[src/hdl/decode_pkg.sv]
/*
 * Shared definitions for the decode stage: widths, major opcodes,
 * unit and operation encodings, fetch and decoded record structs
 */
package decode_pkg;

    localparam int xlen          = 32;
    localparam int num_threads   = 4;
    localparam int nw_bits       = 2;
    localparam int nr_bits       = 5;
    localparam int op_bits       = 4;
    localparam int mod_bits      = 3;
    localparam int csr_addr_bits = 12;

    typedef enum logic [1:0] {
        alu = 2'd0,
        lsu = 2'd1,
        sfu = 2'd2
    } ex_type_e;

    // RV32 major opcodes plus custom-0 as ext1
    typedef enum logic [6:0] {
        op_imm = 7'b0010011,
        op     = 7'b0110011,
        lui    = 7'b0110111,
        auipc  = 7'b0010111,
        jal    = 7'b1101111,
        jalr   = 7'b1100111,
        branch = 7'b1100011,
        load   = 7'b0000011,
        store  = 7'b0100011,
        fence  = 7'b0001111,
        system = 7'b1110011,
        ext1   = 7'b0001011
    } opcode_e;

    typedef enum logic [op_bits-1:0] {
        add = 4'b0000, lui_op = 4'b0010, auipc_op = 4'b0011, sltu = 4'b0100,
        slt = 4'b0101, srl = 4'b1000, sra = 4'b1001, sub = 4'b1011,
        and_op = 4'b1100, or_op = 4'b1101, xor_op = 4'b1110, sll = 4'b1111
    } alu_op_e;

    typedef enum logic [op_bits-1:0] {
        eq = 4'b0000, ne = 4'b0010, ltu = 4'b0100, lt = 4'b0101,
        geu = 4'b0110, ge = 4'b0111, jal_op = 4'b1000, jalr_op = 4'b1001,
        ecall = 4'b1010, ebreak = 4'b1011, uret = 4'b1100, sret = 4'b1101,
        mret = 4'b1110
    } br_op_e;

    typedef enum logic [op_bits-1:0] {
        mul, mulh, mulhsu, mulhu, div, divu, rem, remu
    } mul_op_e;

    // join_op avoids the join keyword
    typedef enum logic [op_bits-1:0] {
        tmc, wspawn, split, join_op, bar, pred, csrrw, csrrs, csrrc
    } sfu_op_e;

    localparam logic [op_bits-1:0] lsu_fence = 4'b1111;

    typedef struct packed {
        logic [nw_bits-1:0]     wid;
        logic [num_threads-1:0] tmask;
        logic [xlen-1:0]        pc;
        logic [31:0]            instr;
    } fetch_t;

    typedef struct packed {
        logic [nw_bits-1:0]     wid;
        logic [num_threads-1:0] tmask;
        logic [xlen-1:0]        pc;
        ex_type_e               ex_type;
        logic [op_bits-1:0]     op_type;
        logic [mod_bits-1:0]    op_mod;   // 0 branch/jump, 1 mul/div
        logic                   use_pc;
        logic [xlen-1:0]        imm;
        logic                   use_imm;
        logic                   wb;
        logic [nr_bits-1:0]     rd;
        logic [nr_bits-1:0]     rs1;
        logic [nr_bits-1:0]     rs2;
    } decoded_t;

    typedef struct packed {
        logic [xlen-1:0] i_imm;
        logic [xlen-1:0] s_imm;
        logic [xlen-1:0] b_imm;
        logic [xlen-1:0] u_imm;
        logic [xlen-1:0] j_imm;
        logic [xlen-1:0] csr_imm;
    } imm_set_t;

    typedef struct packed {
        logic [op_bits-1:0] r_op;
        logic [op_bits-1:0] b_op;
        logic [op_bits-1:0] m_op;
        logic [op_bits-1:0] s_op;
    } func_ops_t;

endpackage

[src/hdl/imm_gen.sv]
/*
 * Immediate generator: sign-extended I, S, B, U and J immediates
 * plus the packed CSR address / uimm value
 */
module imm_gen (
    input  logic [31:0]           instr,
    output decode_pkg::imm_set_t imms
);

    localparam int xlen = decode_pkg::xlen;

    logic [2:0]  funct3;
    logic [11:0] imm12;
    logic [11:0] s12;
    logic [12:0] b13;
    logic [20:0] j21;
    logic [decode_pkg::nr_bits-1:0] uimm;
    logic        is_shift;

    assign funct3 = instr[14:12];
    assign imm12  = instr[31:20];
    assign s12    = {instr[31:25], instr[11:7]};
    assign b13    = {instr[31], instr[7], instr[30:25], instr[11:8], 1'b0};
    assign j21    = {instr[31], instr[19:12], instr[20], instr[30:21], 1'b0};

    // SLLI, SRLI, SRAI carry a shamt, not a signed value
    assign is_shift = (instr[6:0] == decode_pkg::op_imm) && funct3[0] && !funct3[1];

    // Immediate CSR forms reuse the rs1 field
    assign uimm = funct3[2] ? instr[19:15] : '0;

    always_comb begin
        if (is_shift) begin
            imms.i_imm = {{(xlen-5){1'b0}}, instr[24:20]};
        end else begin
            imms.i_imm = {{(xlen-12){imm12[11]}}, imm12};
        end
        imms.s_imm   = {{(xlen-12){s12[11]}}, s12};
        imms.b_imm   = {{(xlen-13){b13[12]}}, b13};
        imms.u_imm   = {instr[31:12], 12'b0};
        imms.j_imm   = {{(xlen-21){j21[20]}}, j21};
        imms.csr_imm = {
            {(xlen - decode_pkg::csr_addr_bits - decode_pkg::nr_bits){1'b0}},
            uimm,
            imm12
        };
    end

endmodule

[src/hdl/func_decode.sv]
/*
 * Function field decode: ALU, branch compare, mul/div and
 * environment call operation codes
 */
module func_decode (
    input  logic [31:0]            instr,
    output decode_pkg::func_ops_t ops
);

    logic [2:0]  funct3;
    logic [6:0]  funct7;
    logic [11:0] sys_field;

    assign funct3    = instr[14:12];
    assign funct7    = instr[31:25];
    assign sys_field = instr[31:20];

    always_comb begin
        case (funct3)
            3'h0: ops.r_op = (instr[5] && funct7[5]) ? decode_pkg::sub : decode_pkg::add;
            3'h1: ops.r_op = decode_pkg::sll;
            3'h2: ops.r_op = decode_pkg::slt;
            3'h3: ops.r_op = decode_pkg::sltu;
            3'h4: ops.r_op = decode_pkg::xor_op;
            3'h5: ops.r_op = funct7[5] ? decode_pkg::sra : decode_pkg::srl;
            3'h6: ops.r_op = decode_pkg::or_op;
            default: ops.r_op = decode_pkg::and_op;
        endcase
    end

    always_comb begin
        case (funct3)
            3'h0: ops.b_op = decode_pkg::eq;
            3'h1: ops.b_op = decode_pkg::ne;
            3'h4: ops.b_op = decode_pkg::lt;
            3'h5: ops.b_op = decode_pkg::ge;
            3'h6: ops.b_op = decode_pkg::ltu;
            3'h7: ops.b_op = decode_pkg::geu;
            default: ops.b_op = '0;   // Reserved funct3
        endcase
    end

    // M extension follows funct3 order directly
    assign ops.m_op = {1'b0, funct3};

    always_comb begin
        case (sys_field)
            12'h000: ops.s_op = decode_pkg::ecall;
            12'h001: ops.s_op = decode_pkg::ebreak;
            12'h002: ops.s_op = decode_pkg::uret;
            12'h102: ops.s_op = decode_pkg::sret;
            12'h302: ops.s_op = decode_pkg::mret;
            default: ops.s_op = '0;
        endcase
    end

endmodule

[src/hdl/instr_decode.sv]
/*
 * Control decode by major opcode: unit, operation, modifier,
 * register usage, immediate select and warp stall flag
 */
module instr_decode (
    input  decode_pkg::fetch_t    fetch,
    input  decode_pkg::imm_set_t  imms,
    input  decode_pkg::func_ops_t ops,
    output decode_pkg::decoded_t  dec,
    output logic                  wstall
);

    logic [6:0] opcode;
    logic [2:0] funct3;
    logic [6:0] funct7;
    logic [decode_pkg::nr_bits-1:0] f_rd, f_rs1, f_rs2;
    logic use_rd;

    assign opcode = fetch.instr[6:0];
    assign funct3 = fetch.instr[14:12];
    assign funct7 = fetch.instr[31:25];
    assign f_rd   = fetch.instr[11:7];
    assign f_rs1  = fetch.instr[19:15];
    assign f_rs2  = fetch.instr[24:20];

    always_comb begin
        dec       = '0;
        use_rd    = 1'b0;
        wstall    = 1'b0;
        dec.wid   = fetch.wid;
        dec.tmask = fetch.tmask;
        dec.pc    = fetch.pc;

        case (opcode)
            decode_pkg::op_imm: begin
                dec.op_type = ops.r_op;
                {use_rd, dec.use_imm, dec.imm} = {2'b11, imms.i_imm};
                {dec.rd, dec.rs1} = {f_rd, f_rs1};
            end
            decode_pkg::op: begin
                if (funct7[0]) begin   // M extension
                    dec.op_type = ops.m_op;
                    dec.op_mod[1] = 1'b1;
                end else begin
                    dec.op_type = ops.r_op;
                end
                use_rd = 1'b1;
                {dec.rd, dec.rs1, dec.rs2} = {f_rd, f_rs1, f_rs2};
            end
            decode_pkg::lui, decode_pkg::auipc: begin
                dec.op_type = opcode[5] ? decode_pkg::lui_op : decode_pkg::auipc_op;
                dec.use_pc  = !opcode[5];
                {use_rd, dec.use_imm, dec.imm} = {2'b11, imms.u_imm};
                dec.rd = f_rd;
            end
            decode_pkg::jal: begin
                dec.op_type = decode_pkg::jal_op;
                {dec.op_mod[0], dec.use_pc, wstall} = 3'b111;
                {use_rd, dec.use_imm, dec.imm} = {2'b11, imms.j_imm};
                dec.rd = f_rd;
            end
            decode_pkg::jalr: begin
                dec.op_type = decode_pkg::jalr_op;
                {dec.op_mod[0], wstall} = 2'b11;
                {use_rd, dec.use_imm, dec.imm} = {2'b11, imms.i_imm};
                {dec.rd, dec.rs1} = {f_rd, f_rs1};
            end
            decode_pkg::branch: begin
                dec.op_type = ops.b_op;
                {dec.op_mod[0], dec.use_pc, wstall} = 3'b111;
                {dec.use_imm, dec.imm} = {1'b1, imms.b_imm};
                {dec.rs1, dec.rs2} = {f_rs1, f_rs2};
            end
            decode_pkg::load: begin
                dec.ex_type = decode_pkg::lsu;
                dec.op_type = {1'b0, funct3};
                {use_rd, dec.use_imm, dec.imm} = {2'b11, imms.i_imm};
                {dec.rd, dec.rs1} = {f_rd, f_rs1};
            end
            decode_pkg::store: begin
                dec.ex_type = decode_pkg::lsu;
                dec.op_type = {1'b1, funct3};
                {dec.use_imm, dec.imm} = {1'b1, imms.s_imm};
                {dec.rs1, dec.rs2} = {f_rs1, f_rs2};
            end
            decode_pkg::fence: begin
                dec.ex_type = decode_pkg::lsu;
                dec.op_type = decode_pkg::lsu_fence;
            end
            decode_pkg::system: begin
                wstall = 1'b1;
                use_rd = 1'b1;
                dec.rd = f_rd;
                if (funct3[1:0] != 2'b00) begin   // CSR access
                    dec.ex_type = decode_pkg::sfu;
                    dec.op_type = decode_pkg::csrrw + funct3[1:0] - 2'd1;
                    dec.use_imm = funct3[2];
                    dec.imm     = imms.csr_imm;
                    if (!funct3[2]) dec.rs1 = f_rs1;
                end else begin   // Returns to pc + 4
                    dec.op_type = ops.s_op;
                    {dec.op_mod[0], dec.use_pc, dec.use_imm} = 3'b111;
                    dec.imm = decode_pkg::xlen'(4);
                end
            end
            decode_pkg::ext1: begin
                if (funct7 == 7'h00) begin
                    dec.ex_type = decode_pkg::sfu;
                    wstall = 1'b1;
                    case (funct3)
                        3'h0, 3'h3: dec.rs1 = f_rs1;   // TMC, JOIN
                        3'h1, 3'h4, 3'h5: {dec.rs1, dec.rs2} = {f_rs1, f_rs2};
                        3'h2: {use_rd, dec.rd, dec.rs1} = {1'b1, f_rd, f_rs1};   // SPLIT
                        default: ;
                    endcase
                    if (funct3 <= 3'h5) dec.op_type = {1'b0, funct3};
                end
            end
            default: ;
        endcase

        dec.wb = use_rd && (dec.rd != '0);   // x0 never written
    end

endmodule

[src/hdl/decode_buffer.sv]
/*
 * Single-entry valid/ready output register for decoded records,
 * one record per cycle at full throughput
 */
module decode_buffer (
    input  logic                 clk,
    input  logic                 rst,
    input  logic                 in_valid,
    input  decode_pkg::decoded_t in_data,
    output logic                 in_ready,
    output logic                 out_valid,
    output decode_pkg::decoded_t out_data,
    input  logic                 out_ready
);

    logic full;

    // Free when empty or draining this cycle
    assign in_ready  = !full || out_ready;
    assign out_valid = full;

    always_ff @(posedge clk) begin
        if (rst) begin
            full <= 1'b0;
        end else if (in_ready) begin
            full <= in_valid;   // Refill or go empty
        end
    end

    always_ff @(posedge clk) begin
        if (in_valid && in_ready) begin
            out_data <= in_data;
        end
    end

endmodule

[src/hdl/decode_stage.sv]
/*
 * Decode stage top: immediate and function decoders, control decode,
 * output register and scheduler stall strobe
 */
module decode_stage (
    input  logic                           clk,
    input  logic                           rst,
    input  logic                           fetch_valid,
    input  decode_pkg::fetch_t             fetch_data,
    output logic                           fetch_ready,
    output logic                           dec_valid,
    output decode_pkg::decoded_t           dec_data,
    input  logic                           dec_ready,
    output logic                           sched_valid,
    output logic [decode_pkg::nw_bits-1:0] sched_wid,
    output logic                           sched_stall
);

    decode_pkg::imm_set_t  imms;
    decode_pkg::func_ops_t ops;
    decode_pkg::decoded_t  dec_comb;

    imm_gen u_imm_gen (.instr(fetch_data.instr), .imms(imms));

    func_decode u_func_decode (.instr(fetch_data.instr), .ops(ops));

    instr_decode u_instr_decode (
        .fetch  (fetch_data),
        .imms   (imms),
        .ops    (ops),
        .dec    (dec_comb),
        .wstall (sched_stall)
    );

    decode_buffer u_decode_buffer (
        .clk(clk), .rst(rst),
        .in_valid(fetch_valid), .in_data(dec_comb), .in_ready(fetch_ready),
        .out_valid(dec_valid), .out_data(dec_data), .out_ready(dec_ready)
    );

    assign sched_valid = fetch_valid && fetch_ready;   // Strobe on transfer
    assign sched_wid   = fetch_data.wid;

endmodule

[config.mk]
export PLATFORM = sky130hd
export DESIGN_NAME = decode_stage
export DESIGN_NICKNAME = d
export VERILOG_FILES = /design/src/hdl/decode_pkg.sv /design/src/hdl/imm_gen.sv /design/src/hdl/func_decode.sv /design/src/hdl/instr_decode.sv /design/src/hdl/decode_buffer.sv /design/src/hdl/decode_stage.sv
export SDC_FILE = /design/constraint.sdc
export NUM_CORES = 1
export LEC_CHECK = 0
export BUFFER_PORTS_ARGS = -buffer_cell sky130_fd_sc_hd__buf_2
export CORE_MARGIN = 2
export CORE_UTILIZATION = 40
export CTS_CLUSTER_DIAMETER = 100
export DETAILED_ROUTE_END_ITERATION = 7
export PLACE_DENSITY = 0.73
export SLEW_MARGIN = 20
export SYNTH_ARGS = -nofsm -noshare
export SYNTH_HDL_FRONTEND = slang
export SYNTH_SLANG_ARGS = --single-unit
[constraint.sdc]
create_clock -name clk -period 5.23 [get_ports clk]
set_input_delay 0.523 -clock clk [delete_from_list [all_inputs] [get_ports clk]]
set_output_delay 0.523 -clock clk [all_outputs]
set_load 0.02 [all_outputs]
==> parameters.txt, run 1 <==
Parameter                              Value

Outcome
  Status    complete, no violations

Pwr
  Net Switching    roughly 0.00042 W
  Reg power frac    ~55%
  Worst supply voltage drop on vdd    ~150 uV
  Combinational Power Share    approximately 14%
  P_int    between 0.001 and 0.0015 W
  Power Dens Cells    around 300 mW/mm2
  Leakage power total    2.42 nW
  Part of the total power dissipated in the clock network    about a third
  Switching Fraction    25.2%

Run
  Number of max-cap violations    0

Yosys
  Net count of the mapped netlist    400
  Fraction of the yosys area taken by sequential cells    ~67%
  Seq cells post-synth    97
  Synth Cell Area    0.00435 mm2
  Syn Inst Count    about 320
  Synth Area per Inst    ~14 um2
  Number of synthesized flops with an enable pin    between 90 and 100
  Proportion of synthesized flip-flops having asynchronous set or reset    0%
  Count of distinct cell types in the synthesized netlist    61
  Syn. warnings    0
  Primary FF master, synth    edfxtp_1

Timing
  Final-report max-slew violation count    0
  Max Freq    ~380 MHz
  Setup repair after global routing missed its margin    no
  Slew margin rel.    41.8%
  Final hold viol count    0
  Setup-failing EPs final    0
  Tightest Pin Transition    0.873 ns
  Min Tclk post-route    roughly 2.6 ns
  Worst clock skew on the final layout    roughly 0.014 ns
  Final critical-path share of the clock period    a little over 50%
  Total negative setup slack    0 ns
  Final worst setup slack    about 2.6 ns

Placement
  Pre-CTS setup slack    roughly 2.5 ns
  HPWL after detailed placement    just over 9000 um
  Final GP Congestion    approximately 0.91
  Count of input and output buffers    between 150 and 200

Global route
  Met3 usage in global routing    under 10%
  Vias in the first global route    3,123
  Pin count of the biggest net entering global routing    57
  Overall overflow remaining after global route    0
  GRT Total Usage    19.5%
  Global-route layer with the greatest usage    met2
  Initial antenna violation count    0
  Grt met2 use    about a third
  Global-route met1 utilization    a little under a quarter
  Wire length of the first global-routing pass    approximately 17,000 um

Critical path
  Critical path class    input port to output pin
  Worst reg2reg setup slack    3.19 ns
  Critical path required time    between 4 and 5 ns
  Launching point of the worst reg2reg path    u_decode_buffer.out_valid
  R2R depth    3
  Arrival time of data at the critical path endpoint    2.13 ns
  Kind of start point of the critical path    input port
  Peak fanout along the critical path    13
  Reg-to-Reg End    u_decode_buffer.out_data[64]
  Kind of end point of the critical path    output pin

Clocking
  Resized cells post-CTS    0
  H-Tree Level Count    3
  Post-CTS setup buffer count    0
  Clock network latency to the later pin of the worst-skew pair    0.36 ns
  Hold buffers post-CTS    0
  Bufs on Longest Clock Path    2
  Number of buffers inserted during clock tree synthesis    9
  Buffer cell driving the clock tree root    clkbuf_8
  Clk sink count    97
  Clock tree from TritonCTS    done
  Clock transition at path regs    approximately 0.090 ns

Route
  Total via count after detailed routing    about 3,300
  Number of nets with antenna violations after routing    0
  Wire length reported by the detailed router    11,800 um
  Drc violations    0
  Drt wl/cell    approximately 19 um
  Pre-Repair DR Iteration Count    4
  Violation count after the first detailed-route iteration    between 200 and 300
  Per-cell via count in the routed design    about 5.2

Floorplan
  Total Die Area    between 0.01 and 0.015 mm2
  Cell Rows    38
  Effective utilization at floorplan    ~40%
  CORE AREA    roughly 0.011 mm2
  Height of the chip    about 110 um
  Top-level port count    between 150 and 200
  Die width    around 110 um

Cells and area
  Fraction of final layout cells with drive strength greater than 1    approximately two fifths
  # fillers    ~970
  Number of nets in the finished design    571
  Area Growth Syn to Fin    27.6%
  Number of diodes added for antenna fixing    0

Min path
  Destination of the worst hold path    u_decode_buffer.out_valid
  Number of cells on the worst hold path    2
  Beginning of the worst hold path    rst
  Worst min-delay path category    input port to flop
==> synthesized netlist by cell type (2+ instances only) <==
library cell,n,area (um2)
buf_2,7,35.0
nand3b_1,3,22.5
a211o_1,3,26.3
nand2b_1,6,37.5
nor3_1,10,50.1
or4_1,3,22.5
a22o_1,3,26.3
a221o_1,4,40.0
inv_1,8,30.0
nand3_1,6,30.0
o22ai_1,2,12.5
edfxtp_1,96,2880
nor3b_1,3,22.5
ha_1,4,50.1
o211ai_1,3,22.5
a31oi_1,2,12.5
a21boi_1,5,37.5
a32oi_1,2,17.5
o21ai_0,12,60.1
nand2_1,15,56.3
a21oi_1,13,65.1
a21o_1,19,143
nor2_1,20,75.1
buf_4,3,22.5
and3b_1,2,17.5
o2111ai_1,3,26.3
nor2b_1,20,125
clkbuf_1,6,22.5
o21a_1,2,15.0
and2_1,4,25.0
or3_1,3,18.8
==> cell usage in the layout (no fill, tap or decap), drive strengths merged, types with 6 or more instances in the layout <==
cell type	count
nand2b	6
clkbuf	10
inv	10
nand3	6
a21o	19
nand2	15
edfxtp	96
buf	177
nor2	20
nor3	10
nor2b	20
o21ai	13
a21oi	13
==> power by group through the flow <==
stage               Clock (W)  Combinational, W  Sequential, W
CTS                  0.000539          0.000230       0.000914
detailed placement          0          0.000230       0.000932
finish               0.000526          0.000229       0.000913
global route         0.000568          0.000247       0.000918
floorplan                   0         0.0000693       0.000994
global placement            0          0.000229       0.000930
==> stage by stage <==
stage                     total power [W]  utilization [%]  hold WS, ns  instances  area [um2]
after global routing              0.00173             51.6        0.306        638        5550
after CTS                         0.00168             51.6        0.304        638        5550
after floorplan                   0.00106                -        0.592        322        4350
final                             0.00167             51.6        0.320        638        5550
after detailed placement          0.00116             49.6        0.567        622        5330
after global placement            0.00116             49.6        0.512        622        5330
==> worst max path at each step <==
stage | startpoint | endpoint | slack [ns] | cells past startpoint
global route | fetch_data[4] | sched_stall | 2.54 | 5
floorplan | dec_ready | sched_valid | 1.53 | 2
detailed placement | fetch_data[12] | u_decode_buffer.out_data[53] | 2.54 | 8
finish | fetch_data[4] | sched_stall | 2.58 | 5
global placement | fetch_data[4] | sched_stall | 2.62 | 5
CTS | fetch_data[4] | sched_stall | 2.60 | 5
==> critical path, stage by stage <==
cell      delay [ns]
buf_2           0.18
or4b_4          0.58
nor4_4          0.51
nand2b_1        0.17
buf_2           0.16
==> sequential cells by signal (all words and copies together) (netlist names) <==
register / cells
u_decode_buffer.out_data: 96
u_decode_buffer.out_valid: 1
==> layout make-up <==
type	count	area (um2)	share of cell area, %
sequential	97	2900	52.3
multi-input combinational	200	1330	24.0
timing repair buffer	177	891	16.1
tap	140	175	3.16
clock buffer	10	128	2.30
clock inverter	6	90.1	1.62
inverter	8	30.0	0.541
==> per-layer routing <==
| metal | routed length, um | vias up | part of all wire (%) |
|---|---|---|---|
| li1 | - | 1584 | - |
| met1 | 4760 | 1568 | 40 |
| met2 | 5740 | 158 | 49 |
| met3 | 1020 | 22 | 8.6 |
| met4 | 300 | 0 | 2.5 |
| met5 | 0 | - | 0 |
==> logic make-up (layout without fill, tap and decap cells) <==
family | count (synthesis) | after routing | synth area share [%]
other | 1 | 1 | 0.0862
multiplexers | 1 | 1 | 0.230
AND/OR/NAND/NOR | 107 | 107 | 14.6
flip-flops | 97 | 97 | 66.8
adder cells (fa/ha/maj) | 4 | 4 | 1.15
XOR/XNOR | 1 | 1 | 0.201
AO/OA/AOI/OAI | 86 | 86 | 14.3
buffers and inverters | 25 | 201 | 2.65
No activity file was read; power rests on OpenSTA's default activity.
==> run 2, diff against run 1 <==
- PLACE_DENSITY: 0.73 -> 0.76
- clock period: 5.23 -> 2.2 ns (I/O delays scaled with it)
==> parameters.txt, run 2 (same netlist as run 1, synthesis figures left out) <==
Parameter                              Value

Route
  Violation count after the first detailed-route iteration    300 (was 254)
  Drt wl/cell    18.7 um (was 18.5 um)
  Total via count after detailed routing    3,499 (was 3,332)
  Drc violations    0 (unchanged)
  Pre-Repair DR Iteration Count    5 (was 4)
  Wire length reported by the detailed router    12,400 um (was 11,800 um)
  Per-cell via count in the routed design    5.28 (was 5.22)
  Number of nets with antenna violations after routing    0 (unchanged)

Clocking
  Bufs on Longest Clock Path    2 (unchanged)
  Buffer cell driving the clock tree root    clkbuf_8 (unchanged)
  Post-CTS setup buffer count    0 (unchanged)
  Resized cells post-CTS    0 (unchanged)
  Clk sink count    97 (unchanged)
  Clock tree from TritonCTS    done (unchanged)
  H-Tree Level Count    3 (unchanged)
  Hold buffers post-CTS    0 (unchanged)
  Clock transition at path regs    0.09 ns (about the same)
  Clock network latency to the later pin of the worst-skew pair    0.35 ns (was 0.36 ns)
  Number of buffers inserted during clock tree synthesis    9 (unchanged)

Cells and area
  Largest reg by FF count    u_decode_buffer.out_data (unchanged)
  # fillers    923 (was 965)
  Max reg flops    96 (unchanged)
  Most common cell after layout, fill and taps aside    buf_2 (unchanged)
  Number of nets in the finished design    596 (was 571)
  Area Growth Syn to Fin    31.6% (was 27.6%)
  Most frequent cells in the layout    buf_2 (175), edfxtp_1 (96), buf_4 (26) (was buf_2 (175), edfxtp_1 (96), nor2_1 (20), nor2b_1 (20), a21o_1 (19))
  Number of diodes added for antenna fixing    0 (unchanged)
  Fraction of final layout cells with drive strength greater than 1    42.6% (was 40.0%)

Pwr
  Net Switching    0.00101 W (was 0.000421 W)
  Switching Fraction    25.9% (was 25.2%)
  Worst supply voltage drop on vdd    350 uV (was 149 uV)
  P_int    0.00287 W (was 0.00125 W)
  Leakage power total    2.53 nW (was 2.42 nW)
  Part of the total power dissipated in the clock network    29.1% (was 31.5%)
  Power Dens Cells    677 mW/mm2 (was 301 mW/mm2)
  Reg power frac    56.1% (was 54.7%)
  Combinational Power Share    14.9% (was 13.7%)

Run
  Number of max-cap violations    0 (unchanged)

Timing
  Worst clock skew on the final layout    0.00460 ns (was 0.0139 ns)
  Min Tclk post-route    between 2 and 2.5 ns
  Setup repair after global routing missed its margin    no (unchanged)
  Slew margin rel.    41.0% (was 41.8%)
  Final-report max-slew violation count    0 (unchanged)
  Total negative setup slack    0 ns (unchanged)
  Final worst setup slack    0.112 ns (was 2.58 ns)
  Setup-failing EPs final    0 (unchanged)
  Final critical-path share of the clock period    between 90% and 100%
  Max Freq    479 MHz
  Final hold viol count    0 (unchanged)
  Tightest Pin Transition    0.885 ns (was 0.873 ns)

Placement
  Count of input and output buffers    175 (unchanged)
  Final GP Congestion    0.866 (was 0.907)
  Pre-CTS setup slack    0.107 ns (was 2.54 ns)
  HPWL after detailed placement    9630 um (was 9080 um)

Critical path
  Launching point of the worst reg2reg path    u_decode_buffer.out_valid (unchanged)
  CP max-delay cell    or4b_4 (unchanged)
  Most Frequent Cell on Critical Path    buf_2 (unchanged)
  Worst reg2reg setup slack    0.78 ns (was 3.19 ns)
  CP bufs+invs    2 (unchanged)
  Kind of end point of the critical path    output pin (unchanged)
  Largest delay contributor family on the critical path    simple AND/OR/NAND/NOR gates (unchanged)
  Reg-to-Reg End    u_decode_buffer.out_data[21] (was u_decode_buffer.out_data[64])
  Worst path max stage delay    0.53 ns (was 0.58 ns)
  Worst-path cell chain    buf_2, or4b_4, nor4_4, nand2b_1, buf_2 (unchanged)
  Critical path required time    1.98 ns (was 4.71 ns)
  R2R depth    3 (unchanged)
  Critical path class    input port to output pin (unchanged)
  Kind of start point of the critical path    input port (unchanged)
  Arrival time of data at the critical path endpoint    1.87 ns (was 2.13 ns)
  Peak fanout along the critical path    12 (was 13)

Floorplan
  Effective utilization at floorplan    40.5% (unchanged)
  Total Die Area    0.0117 mm2 (unchanged)
  CORE AREA    0.0107 mm2 (unchanged)
  Die width    108 um (unchanged)
  Cell Rows    38 (unchanged)
  Top-level port count    177 (unchanged)
  Height of the chip    108 um (unchanged)

Global route
  Vias in the first global route    3,332 (was 3,123)
  Overall overflow remaining after global route    0 (unchanged)
  Initial antenna violation count    0 (unchanged)
  Wire length of the first global-routing pass    18,200 um (was 17,100 um)
  GRT Total Usage    20.9% (was 19.5%)
  Pin count of the biggest net entering global routing    35 (was 57)

Min path
  Destination of the worst hold path    u_decode_buffer.out_valid (unchanged)
  Beginning of the worst hold path    rst (unchanged)
  Worst min-delay path category    input port to flop (unchanged)
  Number of cells on the worst hold path    2 (unchanged)

Outcome
  Status    complete, no violations (unchanged)
-- run 2: changes by cell type in the layout (fill, tap and decap cells not counted) --
cell       change
buf_12         +1
buf_4         +24
clkinv_1       +2
clkbuf_1       -1
bufinv_16      -1
-- run 2: area by class of cell --
cell class	count	area [um2]	share of cell area, %
multi-input combinational	200	1330	23.3
clock inverter	7	67.6	1.18
sequential	97	2900	50.7
tap	140	175	3.06
clock buffer	9	124	2.16
timing repair buffer	202	1090	19.1
inverter	8	30.0	0.525
-- run 2: through the flow --
| stage | hold slack [ns] | cells | total power [W] | area, um2 | util, % |
|---|---|---|---|---|---|
| floorplan | 0.289 | 322 | 0.00252 | 4350 | - |
| global placement | 0.374 | 647 | 0.00278 | 5530 | 51.5 |
| detailed placement | 0.392 | 647 | 0.00279 | 5530 | 51.5 |
| CTS | 0.00310 | 663 | 0.00390 | 5720 | 53.3 |
| global route | 0.000866 | 663 | 0.00401 | 5720 | 53.3 |
| finish | 0.0192 | 663 | 0.00387 | 5720 | 53.3 |
-- run 2: worst max-delay path by stage --
stage / startpoint / endpoint / slack, ns / cells after the start
after floorplan: u_decode_buffer.out_valid / u_decode_buffer.out_data[0] / 0.36 / 2
after global placement: fetch_data[3] / sched_stall / 0.13 / 5
after detailed placement: fetch_data[12] / u_decode_buffer.out_data[54] / 0.11 / 6
after CTS: fetch_data[3] / sched_stall / 0.13 / 5
after global routing: fetch_data[3] / sched_stall / 0.04 / 5
final: fetch_data[3] / sched_stall / 0.11 / 5
-- run 2: routing by layer --
metal | wire length (um) | GRT usage, % | vias to the layer above
li1 | - | - | 1626
met1 | 4790 | 25.5 | 1640
met2 | 6030 | 34.9 | 203
met3 | 1240 | 5.55 | 30
met4 | 362 | 9.25 | 0
met5 | 0 | 0 | -
-- run 2: worst register-to-register path, stage by stage (launching register included) --
cell	delay [ns]
dfxtp_1	0.32
nand2b_1	0.11
and2_4	0.42
buf_4	0.29
-- run 2: power by group through the flow --
stage,Combinational (W),Sequential (W),Clock [W]
floorplan,0.000166,0.00236,0
global placement,0.000569,0.00221,0
detailed placement,0.000574,0.00222,0
CTS,0.000575,0.00217,0.00115
global route,0.000619,0.00218,0.00121
finish,0.000575,0.00217,0.00113
